<file path="config.mk">
export PLATFORM = sky130hd
export DESIGN_NAME = cv_io_top
export DESIGN_NICKNAME = d
export VERILOG_FILES = /design/src/cv_pkg.sv /design/src/cv_cart_loader.sv /design/src/cv_ce_divider.sv /design/src/cv_io_top.sv /design/src/cv_keypad_port.sv /design/src/cv_ram_window.sv
export SDC_FILE = /design/constraint.sdc
export NUM_CORES = 1
export LEC_CHECK = 0
export BUFFER_PORTS_ARGS = -buffer_cell sky130_fd_sc_hd__buf_2
export CORE_MARGIN = 1
export CORE_UTILIZATION = 40
export DETAILED_ROUTE_END_ITERATION = 10
export PLACE_DENSITY = 0.81
export SYNTH_ARGS = -nofsm -noshare
export SYNTH_HDL_FRONTEND = slang
export SYNTH_SLANG_ARGS = --single-unit
</file>
<file path="constraint.sdc">
create_clock -name clk_sys -period 1.6 [get_ports clk_sys]
set_input_delay 0.24 -clock clk_sys [delete_from_list [all_inputs] [get_ports clk_sys]]
set_output_delay 0.24 -clock clk_sys [all_outputs]
set_load 0.03 [all_outputs]
</file>
<file path="src/cv_pkg.sv">
`default_nettype none

package cv_pkg;

        // ======================================================================
        // Widths that carry a meaning
        // ======================================================================

        typedef logic [19:0] joy_t;
        typedef logic [3:0]  keycode_t;
        typedef logic [24:0] ioctl_addr_t;
        typedef logic [14:0] cpu_ram_addr_t;
        typedef logic [5:0]  cart_pages_t;
        typedef logic [1:0]  ram_size_t;

        // Download FSM
        typedef enum logic [1:0] {
                ld_idle,
                ld_load,
                ld_done
        } loader_state_t;

        // RAM size setting from the menu
        localparam ram_size_t ram_size_1k  = 2'd0;
        localparam ram_size_t ram_size_8k  = 2'd1;
        localparam ram_size_t ram_size_sgm = 2'd2;

        // Bit positions in the joystick word
        localparam int joy_right    = 0;
        localparam int joy_left     = 1;
        localparam int joy_down     = 2;
        localparam int joy_up       = 3;
        localparam int joy_fire1    = 4;
        localparam int joy_fire2    = 5;
        localparam int joy_asterisk = 6;
        localparam int joy_number   = 7;
        localparam int joy_digit0   = 8;
        localparam int joy_purple   = 18;
        localparam int joy_blue     = 19;

        // ======================================================================
        // Keypad codes as seen on the controller lines
        // ======================================================================

        localparam keycode_t key_0        = 4'b0011;
        localparam keycode_t key_1        = 4'b1110;
        localparam keycode_t key_2        = 4'b1101;
        localparam keycode_t key_3        = 4'b0110;
        localparam keycode_t key_4        = 4'b0001;
        localparam keycode_t key_5        = 4'b1001;
        localparam keycode_t key_6        = 4'b0111;
        localparam keycode_t key_7        = 4'b1100;
        localparam keycode_t key_8        = 4'b1000;
        localparam keycode_t key_9        = 4'b1011;
        localparam keycode_t key_asterisk = 4'b1010;
        localparam keycode_t key_number   = 4'b0101;
        localparam keycode_t key_purple   = 4'b0100;
        localparam keycode_t key_blue     = 4'b0010;
        localparam keycode_t key_none     = 4'b1111;

        // Download index of an SG-1000 image (low 5 bits)
        localparam logic [4:0] sg1000_index = 5'd2;

        // 8 KB page of the 2000-3FFF window
        localparam logic [11:0] extram_page = 12'd1;

        localparam int ce_div_width = 3;

endpackage

`default_nettype wire

</file>
<file path="src/cv_cart_loader.sv">
`timescale 1ns/1ps
`default_nettype none

module cv_cart_loader (
        input  wire                  clk_sys,
        input  wire                  reset_i,
        input  wire                  user_reset_i,
        input  wire                  ioctl_download_i,
        input  wire                  ioctl_wr_i,
        input  cv_pkg::ioctl_addr_t  ioctl_addr_i,
        input  wire [7:0]            ioctl_index_i,
        input  wire [7:0]            ioctl_dout_i,
        output logic                 sg1000_o,
        output logic                 extram_o,
        output cv_pkg::cart_pages_t  cart_pages_o,
        output logic                 cart_ready_o,
        output logic                 console_reset_o
);

        cv_pkg::loader_state_t state_q;
        cv_pkg::loader_state_t state_d;
        logic                  wr_take;
        logic                  in_extram_page;

        // ======================================================================
        // Download FSM
        // ======================================================================

        always_comb begin
                state_d = state_q;
                case (state_q)
                        cv_pkg::ld_idle: begin
                                if (ioctl_download_i) state_d = cv_pkg::ld_load;
                        end
                        cv_pkg::ld_load: begin
                                if (!ioctl_download_i) state_d = cv_pkg::ld_done;
                        end
                        cv_pkg::ld_done: begin
                                // A new image may be loaded at any time
                                if (ioctl_download_i) state_d = cv_pkg::ld_load;
                        end
                        default: state_d = cv_pkg::ld_idle;
                endcase
        end

        always_ff @(posedge clk_sys) begin
                if (reset_i) begin
                        state_q <= cv_pkg::ld_idle;
                end else begin
                        state_q <= state_d;
                end
        end

        // Strobes count once the FSM has seen the download start
        assign wr_take        = ioctl_wr_i && ioctl_download_i && (state_q == cv_pkg::ld_load);
        assign in_extram_page = (ioctl_addr_i[24:13] == cv_pkg::extram_page);

        // ======================================================================
        // Format flags and page count
        // ======================================================================

        always_ff @(posedge clk_sys) begin
                if (reset_i) begin
                        sg1000_o     <= 1'b0;
                        extram_o     <= 1'b0;
                        cart_pages_o <= '0;
                end else if (wr_take) begin
                        cart_pages_o <= ioctl_addr_i[19:14];
                        // First byte of an image decides the format
                        if (ioctl_addr_i == '0) begin
                                extram_o <= 1'b0;
                                sg1000_o <= (ioctl_index_i[4:0] == cv_pkg::sg1000_index);
                        end
                        // SG-1000 carts with RAM at 2000-3FFF ship that window as all FF
                        if (in_extram_page && sg1000_o) begin
                                extram_o <= ((ioctl_addr_i[12:0] == '0) || extram_o) &&
                                            (ioctl_dout_i == 8'hFF);
                        end
                end
        end

        assign cart_ready_o = (state_q == cv_pkg::ld_done);

        // Console stays in reset for the whole load
        assign console_reset_o = reset_i | user_reset_i | (state_q == cv_pkg::ld_load);

endmodule

`default_nettype wire

</file>
<file path="src/cv_ce_divider.sv">
`timescale 1ns/1ps
`default_nettype none

module cv_ce_divider (
        input  wire  clk_sys,
        input  wire  reset_i,
        output logic ce_10m7_o,
        output logic ce_5m3_o
);

        logic [cv_pkg::ce_div_width-1:0] div_q;
        logic [cv_pkg::ce_div_width-1:0] div_next;

        assign div_next = div_q + 1'b1;

        // Free-running divide counter
        always_ff @(posedge clk_sys) begin
                if (reset_i) begin
                        div_q <= '0;
                end else begin
                        div_q <= div_next;
                end
        end

        // Pulses fire as the low counter bits wrap to zero,
        // so the slow enable always lands on a fast one
        always_ff @(posedge clk_sys) begin
                if (reset_i) begin
                        ce_10m7_o <= 1'b0;
                        ce_5m3_o  <= 1'b0;
                end else begin
                        ce_10m7_o <= (div_next[1:0] == 2'b00);
                        ce_5m3_o  <= (div_next == '0);
                end
        end

endmodule

`default_nettype wire

</file>
<file path="src/cv_io_top.sv">
`timescale 1ns/1ps
`default_nettype none

module cv_io_top (
        input  wire                   clk_sys,
        input  wire                   reset_i,
        input  wire                   user_reset_i,

        // Download bus
        input  wire                   ioctl_download_i,
        input  wire                   ioctl_wr_i,
        input  cv_pkg::ioctl_addr_t   ioctl_addr_i,
        input  wire [7:0]             ioctl_index_i,
        input  wire [7:0]             ioctl_dout_i,

        // Controllers
        input  cv_pkg::joy_t          joy0_i,
        input  cv_pkg::joy_t          joy1_i,
        input  wire                   swap_i,
        input  wire [1:0]             sel_keys_n_i,
        input  wire [1:0]             sel_joy_n_i,

        // CPU RAM
        input  cv_pkg::cpu_ram_addr_t cpu_ram_a_i,
        input  cv_pkg::ram_size_t     ram_size_i,
        input  wire                   adam_i,

        output logic [3:0]            ctrl0_n_o,
        output logic [3:0]            ctrl1_n_o,
        output logic [1:0]            fire_n_o,
        output cv_pkg::cpu_ram_addr_t ram_a_o,
        output logic                  sg1000_o,
        output logic                  extram_o,
        output cv_pkg::cart_pages_t   cart_pages_o,
        output logic                  cart_ready_o,
        output logic                  console_reset_o,
        output logic                  ce_10m7_o,
        output logic                  ce_5m3_o
);

        cv_pkg::joy_t joy_a;
        cv_pkg::joy_t joy_b;

        // Menu option to exchange the two pads
        assign joy_a = swap_i ? joy1_i : joy0_i;
        assign joy_b = swap_i ? joy0_i : joy1_i;

        cv_ce_divider u_ce_divider (
                .clk_sys   (clk_sys),
                .reset_i   (reset_i),
                .ce_10m7_o (ce_10m7_o),
                .ce_5m3_o  (ce_5m3_o)
        );

        cv_cart_loader u_cart_loader (
                .clk_sys          (clk_sys),
                .reset_i          (reset_i),
                .user_reset_i     (user_reset_i),
                .ioctl_download_i (ioctl_download_i),
                .ioctl_wr_i       (ioctl_wr_i),
                .ioctl_addr_i     (ioctl_addr_i),
                .ioctl_index_i    (ioctl_index_i),
                .ioctl_dout_i     (ioctl_dout_i),
                .sg1000_o         (sg1000_o),
                .extram_o         (extram_o),
                .cart_pages_o     (cart_pages_o),
                .cart_ready_o     (cart_ready_o),
                .console_reset_o  (console_reset_o)
        );

        // Window follows the cartridge flags of the last download
        cv_ram_window u_ram_window (
                .cpu_ram_a_i (cpu_ram_a_i),
                .ram_size_i  (ram_size_i),
                .sg1000_i    (sg1000_o),
                .extram_i    (extram_o),
                .adam_i      (adam_i),
                .ram_a_o     (ram_a_o)
        );

        cv_keypad_port u_keypad_port0 (
                .joy_i        (joy_a),
                .sel_keys_n_i (sel_keys_n_i[0]),
                .sel_joy_n_i  (sel_joy_n_i[0]),
                .ctrl_n_o     (ctrl0_n_o),
                .fire_n_o     (fire_n_o[0])
        );

        cv_keypad_port u_keypad_port1 (
                .joy_i        (joy_b),
                .sel_keys_n_i (sel_keys_n_i[1]),
                .sel_joy_n_i  (sel_joy_n_i[1]),
                .ctrl_n_o     (ctrl1_n_o),
                .fire_n_o     (fire_n_o[1])
        );

endmodule

`default_nettype wire

</file>
<file path="src/cv_keypad_port.sv">
`timescale 1ns/1ps
`default_nettype none

module cv_keypad_port (
        input  cv_pkg::joy_t joy_i,
        input  wire          sel_keys_n_i,
        input  wire          sel_joy_n_i,
        output logic [3:0]   ctrl_n_o,
        output logic         fire_n_o
);

        cv_pkg::keycode_t keys_code;
        logic             keys_fire_n;
        logic [3:0]       joy_dir_n;
        logic             joy_fire_n;

        // ======================================================================
        // Keypad side
        // ======================================================================

        // Lowest digit wins when several keys are down
        always_comb begin
                keys_code   = cv_pkg::key_none;
                keys_fire_n = 1'b1;
                if (!sel_keys_n_i) begin
                        if (joy_i[cv_pkg::joy_digit0]) begin
                                keys_code = cv_pkg::key_0;
                        end else if (joy_i[cv_pkg::joy_digit0 + 1]) begin
                                keys_code = cv_pkg::key_1;
                        end else if (joy_i[cv_pkg::joy_digit0 + 2]) begin
                                keys_code = cv_pkg::key_2;
                        end else if (joy_i[cv_pkg::joy_digit0 + 3]) begin
                                keys_code = cv_pkg::key_3;
                        end else if (joy_i[cv_pkg::joy_digit0 + 4]) begin
                                keys_code = cv_pkg::key_4;
                        end else if (joy_i[cv_pkg::joy_digit0 + 5]) begin
                                keys_code = cv_pkg::key_5;
                        end else if (joy_i[cv_pkg::joy_digit0 + 6]) begin
                                keys_code = cv_pkg::key_6;
                        end else if (joy_i[cv_pkg::joy_digit0 + 7]) begin
                                keys_code = cv_pkg::key_7;
                        end else if (joy_i[cv_pkg::joy_digit0 + 8]) begin
                                keys_code = cv_pkg::key_8;
                        end else if (joy_i[cv_pkg::joy_digit0 + 9]) begin
                                keys_code = cv_pkg::key_9;
                        end else if (joy_i[cv_pkg::joy_asterisk]) begin
                                keys_code = cv_pkg::key_asterisk;
                        end else if (joy_i[cv_pkg::joy_number]) begin
                                keys_code = cv_pkg::key_number;
                        end else if (joy_i[cv_pkg::joy_purple]) begin
                                keys_code = cv_pkg::key_purple;
                        end else if (joy_i[cv_pkg::joy_blue]) begin
                                keys_code = cv_pkg::key_blue;
                        end
                        // Fire 2 shares the fire line in keypad mode
                        keys_fire_n = ~joy_i[cv_pkg::joy_fire2];
                end
        end

        // ======================================================================
        // Joystick side
        // ======================================================================

        always_comb begin
                joy_dir_n  = 4'b1111;
                joy_fire_n = 1'b1;
                if (!sel_joy_n_i) begin
                        // Nibble order is up, down, left, right
                        joy_dir_n  = ~{joy_i[cv_pkg::joy_up],
                                       joy_i[cv_pkg::joy_down],
                                       joy_i[cv_pkg::joy_left],
                                       joy_i[cv_pkg::joy_right]};
                        joy_fire_n = ~joy_i[cv_pkg::joy_fire1];
                end
        end

        // Both selects low means both sides pull the lines
        assign ctrl_n_o = keys_code & joy_dir_n;
        assign fire_n_o = keys_fire_n & joy_fire_n;

endmodule

`default_nettype wire

</file>
<file path="src/cv_ram_window.sv">
`timescale 1ns/1ps
`default_nettype none

module cv_ram_window (
        input  cv_pkg::cpu_ram_addr_t cpu_ram_a_i,
        input  cv_pkg::ram_size_t     ram_size_i,
        input  wire                   sg1000_i,
        input  wire                   extram_i,
        input  wire                   adam_i,
        output cv_pkg::cpu_ram_addr_t ram_a_o
);

        cv_pkg::cpu_ram_addr_t keep_mask;

        // Number of address bits that reach the RAM
        always_comb begin
                if (extram_i || adam_i) begin
                        keep_mask = '1;
                end else if (ram_size_i == cv_pkg::ram_size_8k) begin
                        keep_mask = 15'h1FFF;
                end else if (ram_size_i == cv_pkg::ram_size_1k) begin
                        keep_mask = 15'h03FF;
                end else if (sg1000_i) begin
                        // SGM on an SG-1000 cart behaves as 8K
                        keep_mask = 15'h1FFF;
                end else begin
                        keep_mask = '1;
                end
        end

        assign ram_a_o = cpu_ram_a_i & keep_mask;

endmodule

`default_nettype wire

</file>
## Word level (Yosys, flattened, before mapping)

Cells that the tools add are included.

- Multipliers: 0
- Shifts and indexed selects: 0
- Equality and inequality tests: 8
- Reduce and logical (&&, ||, !) cells: 17
- Mux-type cells: 47
- Bitwise gates (word level): 13
- Add/subtract/negate cells: 1
- Divide/modulo/power cells: 0
- $lt $le $gt $ge: 0

Operators by type and width:

| kind | count |
|---|---|
| 4-bit 2-to-1 mux | 32 |
| 15-bit 2-to-1 mux | 4 |
| 20-bit 2-to-1 mux | 2 |
| 25-bit logical NOT | 1 |
| 15-bit AND | 1 |
| 13-bit logical NOT | 1 |
| 12-bit by 1-bit equality test with 1-bit output (second input constant) | 1 |
| 4-bit AND | 2 |
| 8-bit equality test (second input constant) | 1 |
| 4-bit inverter | 2 |
| 2-bit logical NOT | 3 |
| 1-bit 2-to-1 mux | 6 |
| 2-bit AND reduction | 3 |
| 5-bit by 2-bit equality test with 1-bit output (second input constant) | 1 |
| 2-bit by 1-bit equality test with 1-bit output (second input constant) | 2 |
| 1-bit logical AND | 4 |
| 2-bit 2-to-1 mux | 2 |
| 1-bit inverter | 4 |
| 2-bit one-hot mux with 2 select lines | 1 |
| 3-bit by 1-bit adder with 3-bit output (second input constant) | 1 |
| 3-bit logical NOT | 1 |
| 1-bit AND | 2 |
| 2-bit equality test (second input constant) | 1 |
| 1-bit logical OR | 2 |
| 5 further kinds | 6 |

- Output and inout bits: 37
- Register bits: 15
- Bits in read-only memories: 0
- Input bits: 109
- Word-level logic and storage cells: 93
- Latch bits: 0
- Memory bits (writable): 0
- Memories kept: 0

## Depth between registers and ports, before layout

- Word-level depth: 17
- Gate-level depth with buffers: 7
- Gate-level depth less buffers: 5

## Cells and area by module

Synthesis repeated with hierarchy kept, for this count alone.

- Cell total of the unflattened synthesis: 206
- Area total of the unflattened synthesis: 1809.2 µm²

By module, submodules not included:

| module | seq. area each (µm²) | cells an instance | area each (µm²) | times used |
|---|---|---|---|---|
| cv_cart_loader | 200.2 | 54 | 533.0 | 1 |
| cv_io_top | 0.0 | 44 | 495.5 | 1 |
| cv_keypad_port | 0.0 | 39 | 247.7 | 2 |
| cv_ce_divider | 100.1 | 12 | 153.9 | 1 |
| cv_ram_window | 0.0 | 18 | 131.4 | 1 |

## Worst setup path after synthesis

No wires, ideal clock.

- Path kind: in2out
- Start: input port swap_i
- End: output port ctrl1_n_o[0]
- Stages on the path: 5
- Setup slack: -392 ps
- Data required time: 1360 ps
- Buffers on the path: 2
- Data arrival time: 1752 ps
- Cell sequence: buf_6 buf_6 mux2i_2 o311ai_0 a221oi_1

- Longest elaborated chain between the ends: 17
- Elaborated cells on any way between the ends: 19
- Those cells by class: mux: 17; bitwise: 2

Ends and longest elaborated chain:

| what | RTL line | source |
|---|---|---|
| from (decl) | cv_io_top.sv:19 | `input wire swap_i,` |
| 20-bit 2-to-1 mux (*) | cv_io_top.sv:46 | `assign joy_b = swap_i ? joy0_i : joy1_i;` |
| 4-bit 2-to-1 mux | cv_keypad_port.sv:52 | `end else if (joy_i[cv_pkg::joy_blue]) begin` |
| 4-bit 2-to-1 mux | cv_keypad_port.sv:50 | `end else if (joy_i[cv_pkg::joy_purple]) begin` |
| 4-bit 2-to-1 mux | cv_keypad_port.sv:48 | `end else if (joy_i[cv_pkg::joy_number]) begin` |
| 4-bit 2-to-1 mux | cv_keypad_port.sv:46 | `end else if (joy_i[cv_pkg::joy_asterisk]) begin` |
| 4-bit 2-to-1 mux | cv_keypad_port.sv:44 | `end else if (joy_i[cv_pkg::joy_digit0 + 9]) begin` |
| 4-bit 2-to-1 mux | cv_keypad_port.sv:42 | `end else if (joy_i[cv_pkg::joy_digit0 + 8]) begin` |
| 4-bit 2-to-1 mux | cv_keypad_port.sv:40 | `end else if (joy_i[cv_pkg::joy_digit0 + 7]) begin` |
| 4-bit 2-to-1 mux | cv_keypad_port.sv:38 | `end else if (joy_i[cv_pkg::joy_digit0 + 6]) begin` |
| 4-bit 2-to-1 mux | cv_keypad_port.sv:36 | `end else if (joy_i[cv_pkg::joy_digit0 + 5]) begin` |
| 4-bit 2-to-1 mux | cv_keypad_port.sv:34 | `end else if (joy_i[cv_pkg::joy_digit0 + 4]) begin` |
| 4-bit 2-to-1 mux | cv_keypad_port.sv:32 | `end else if (joy_i[cv_pkg::joy_digit0 + 3]) begin` |
| 4-bit 2-to-1 mux | cv_keypad_port.sv:30 | `end else if (joy_i[cv_pkg::joy_digit0 + 2]) begin` |
| 4-bit 2-to-1 mux | cv_keypad_port.sv:28 | `end else if (joy_i[cv_pkg::joy_digit0 + 1]) begin` |
| 4-bit 2-to-1 mux | cv_keypad_port.sv:26 | `if (joy_i[cv_pkg::joy_digit0]) begin` |
| 4-bit 2-to-1 mux | cv_keypad_port.sv:25 | `if (!sel_keys_n_i) begin` |
| 4-bit AND (*) | cv_keypad_port.sv:78 | `assign ctrl_n_o = keys_code & joy_dir_n;` |
| to (decl) | cv_io_top.sv:29 | `output logic [3:0] ctrl1_n_o,` |

Every way passes the cells marked *; elsewhere a longest branch is shown, timed or not.

## Worst setup path in the final report

- Start: input port swap_i
- End: output port ctrl0_n_o[3]

- Longest elaborated chain between the ends: 17
- Elaborated cells on any way between the ends: 19
- Those cells by class: mux: 17; bitwise: 2

Ends and longest elaborated chain:

| what | RTL line | source |
|---|---|---|
| 20-bit 2-to-1 mux (*) | cv_io_top.sv:45 | `assign joy_a = swap_i ? joy1_i : joy0_i;` |
| 4-bit 2-to-1 mux | cv_keypad_port.sv:52 |  |
| 4-bit 2-to-1 mux | cv_keypad_port.sv:50 |  |
| 4-bit 2-to-1 mux | cv_keypad_port.sv:48 |  |
| 4-bit 2-to-1 mux | cv_keypad_port.sv:46 |  |
| 4-bit 2-to-1 mux | cv_keypad_port.sv:44 |  |
| 4-bit 2-to-1 mux | cv_keypad_port.sv:42 |  |
| 4-bit 2-to-1 mux | cv_keypad_port.sv:40 |  |
| 4-bit 2-to-1 mux | cv_keypad_port.sv:38 |  |
| 4-bit 2-to-1 mux | cv_keypad_port.sv:36 |  |
| 4-bit 2-to-1 mux | cv_keypad_port.sv:34 |  |
| 4-bit 2-to-1 mux | cv_keypad_port.sv:32 |  |
| 4-bit 2-to-1 mux | cv_keypad_port.sv:30 |  |
| 4-bit 2-to-1 mux | cv_keypad_port.sv:28 |  |
| 4-bit 2-to-1 mux | cv_keypad_port.sv:26 |  |
| 4-bit 2-to-1 mux | cv_keypad_port.sv:25 |  |
| 4-bit AND (*) | cv_keypad_port.sv:78 |  |
| to (decl) | cv_io_top.sv:28 | `output logic [3:0] ctrl0_n_o,` |

Marks and branches as above.

==> metrics <==
CTS Sinks 15; violations in the final reports setup timing; setup repair after global routing missed its margin yes; tightest slew margin relative to the limit 70.9%; residual DRC count 0; number of buffers added by the clock tree synthesis step 3; most used cell along the critical path buf_12; count of hold buffers inserted by post-cts repair 0; number of global-route vias before repair 2540; reg-to-reg startpoint u_cart_loader.state_q[0]$_SDFFE_PP0P_; net count of the mapped netlist 341; maximum vdd ir drop 0.406 mV; total inserted antenna cells 0; 1st-iter DRT viols 180; clock input transition at the sequential cells of the worst setup and hold paths 60 ps; average routed wire per standard cell 16.5 um; critical path class in -> out; most used routing layer met2; Vias 2483; sort of element at the start of the critical path input pin; number of slew-limit violations in the final report 0; largest net degree at the start of global routing 14; synthesized area divided by synthesized cell count 8.03 um2; Data arrival, critical path 1610 ps; synth unique cells 51; gp weighted congestion 0.909; Worst Min Path Start reset_i; number of port buffers 122; terminus of the critical flop-to-flop path u_cart_loader.extram_o$_SDFFE_PP0P_; deepest clock path buffer count 2; data required time of the critical path 1360 ps; Worst path depth 8; Peak Freq 539 MHz; Post-synth EDFFs 0; GR Layer Usage met2 56.5%; Detailed Route WL 7.16 mm; Total Nets Final 495; proportion of register bits with asynchronous set or reset after synthesis 0%; met1 usage 28.1%; Total GRT Usage 27.6%; Hold Path Stages 2; cell leakage power 1.60 nW; endpoint class of the critical path output port; setup slack, reg-to-reg 160 ps; pre-CTS WS -352 ps; count of final setup violators 8; total grt overflow 0; Worst Max-Slew Pin Slew 432 ps; Core ar. 4380 um2; count of antenna-violating nets left after detailed routing 0; chip height 70.0 um; Warnings, synthesis 0; netlist area before placement 1850 um2; Final Hold Viols 0; hold crit path type in -> reg; starting density of the core 42.2%; vias per cell 5.71; cell at the root of the clock tree clkbuf_8; critical path's largest stage delay 410 ps; kind of cell adding the most delay to the critical path compound AO/OA/AOI/OAI gates; dominant register cell in the synthesized netlist dfxtp_1; power density of the placed cells 481 nW/um2; status complete, but fails checks; CP max FO 7; count of maximum capacitance violations 0; Hold Path End u_cart_loader.cart_pages_o[2]$_SDFFE_PP0P_; number of primary I/O pins 146; minimum period implied by the final worst setup slack 1850 ps; Critical Path, Cell by Cell buf_12 > buf_12 > or3b_4 > a2bb2oi_2 > o211ai_1 > a21oi_2 > o21ai_2 > buf_6; Chip Width 70.0 um; fraction of final layout cells with drive strength greater than 1 61.4%; num rows 24; Syn Inst Count 230; Pre-antenna DRT Iters 4; global-route wire length before repair 11.1 mm; met3 usage 2.31%; sum of negative setup slack -1680 ps; depth of the CTS H-tree 1; share of synthesized area occupied by flip-flops and latches 16.2%; buffering stage count on the worst path with inverters included 3; DPL Wire Length 4.99 mm; full die area 4900 um2; reg2reg path depth 5; worst clock skew on the final layout 0.671 ps; CTS tree yes; number of register bits inferred by synthesis 15; Worst-Skew Late Latency 240 ps; area grow syn2layout 77.5%; initial antenna violation count 0; Critical Path Slowest Stage Cell or3b_4; part of the cycle the worst path needs 116%; setup slack after layout -255 ps
-- worst max-delay path by stage --
| stage | end | start | slack, ps |
|---|---|---|---|
| after global placement | ctrl1_n_o[3] | swap_i | -340 |
| after CTS | ctrl1_n_o[3] | swap_i | -200 |
| after detailed placement | ctrl0_n_o[3] | swap_i | -350 |
| final | ctrl0_n_o[3] | swap_i | -250 |
| after floorplan | ctrl1_n_o[0] | swap_i | -90 |
| after global routing | ctrl0_n_o[3] | swap_i | -300 |
-- stage by stage --
| stage | power (mW) | instances | cell area, um2 | util, % | hold WS (ps) |
|---|---|---|---|---|---|
| after detailed placement | 1.10 | 428 | 2800 | 63.9 | 437 |
| after global routing | 1.67 | 435 | 3280 | 74.8 | 224 |
| final | 1.58 | 435 | 3280 | 74.8 | 227 |
| after CTS | 1.51 | 433 | 3120 | 71.1 | 228 |
| after floorplan | 0.836 | 230 | 1950 | - | 312 |
| after global placement | 1.09 | 428 | 2800 | 63.9 | 410 |
-- logic make-up after synthesis --
| group | Yosys count | synth area share, % |
|---|---|---|
| AND/OR/NAND/NOR | 87 | 28.0 |
| AO/OA/AOI/OAI | 61 | 23.0 |
| multiplexers | 37 | 20.9 |
| buffers and inverters | 28 | 10.6 |
| flip-flops | 15 | 16.2 |
| adder cells (fa/ha/maj) | 2 | 1.35 |
-- per-layer routing --
layer	vias up	part of all wire (%)	routed length, um
met5	-	0	0
met4	0	2.8	200
met3	23	5.7	407
met2	129	56	3990
met1	1168	36	2560
li1	1163	-	-
-- cell usage after synthesis (3+ instances only) --
cell      instances  area share [%]
o21ai_0          11             3.0
nor4_1            7             2.4
dfxtp_1          15              16
buf_6             5             3.0
mux2_2            9             5.5
a31oi_1           3             1.0
buf_4            14             5.7
nor2_1           25             5.1
a211oi_1          6             2.4
nor2b_1          12             4.1
nor3_1           11             3.0
nand2_1           6             1.2
or3_1             3             1.0
inv_1             8             1.6
nand3b_1          4             1.6
mux2i_1          27              15
nor3b_2           3             2.0
a21oi_1          14             3.8
-- timing repair --
action | 4_1_cts | 5_1_grt
resized for setup | 60 | 22
cloned | 1 | 1
setup buffers | 1 | 1
pin swaps | 24 | 7
setup endpoints to repair | 8 | 11
-- power breakdown --
part           switching (mW)  internal [mW]
registers             0.00737          0.386
logic                   0.456          0.430
clock network           0.127          0.172
total                   0.591          0.988
-- cell type report --
type	count	area (um2)
Multi-Input combinational cell	187	1730
Inverter	8	30.0
Clock buffer	3	41.3
Timing Repair Buffer	169	1110
Clock inverter	1	5.00
Tap cell	52	65.1
Fill cell	301	1100
Sequential cell	15	300
-- worst register-to-register path: cells and delay by family (launching register included) --
kind	cells	cell delay, ps
flops	1	420
simple gates	4	830
compound gates	1	140
-- sequential cells by signal (all words and copies together) (netlist names) --
signal                      flops
u_ce_divider.ce_10m7_o          1
u_ce_divider.ce_5m3_o           1
u_cart_loader.cart_pages_o      6
u_cart_loader.sg1000_o          1
u_cart_loader.extram_o          1
u_ce_divider.div_q              3
u_cart_loader.state_q           2
-- cell usage in the layout (no fill, tap or decap), types with 5 or more instances in the layout --
master / synthesis / final
a211oi_1: 6 / 5
a21oi_1: 14 / 12
buf_2: 0 / 113
buf_4: 14 / 40
buf_6: 5 / 10
dfxtp_1: 15 / 15
inv_1: 8 / 8
mux2_2: 9 / 7
mux2i_1: 27 / 21
nor2_1: 25 / 21
nor2b_1: 12 / 12
nor3_1: 11 / 5
nor3_4: 0 / 5
nor4_1: 7 / 6
o21ai_0: 11 / 7
No activity file was read; power rests on OpenSTA's default activity.
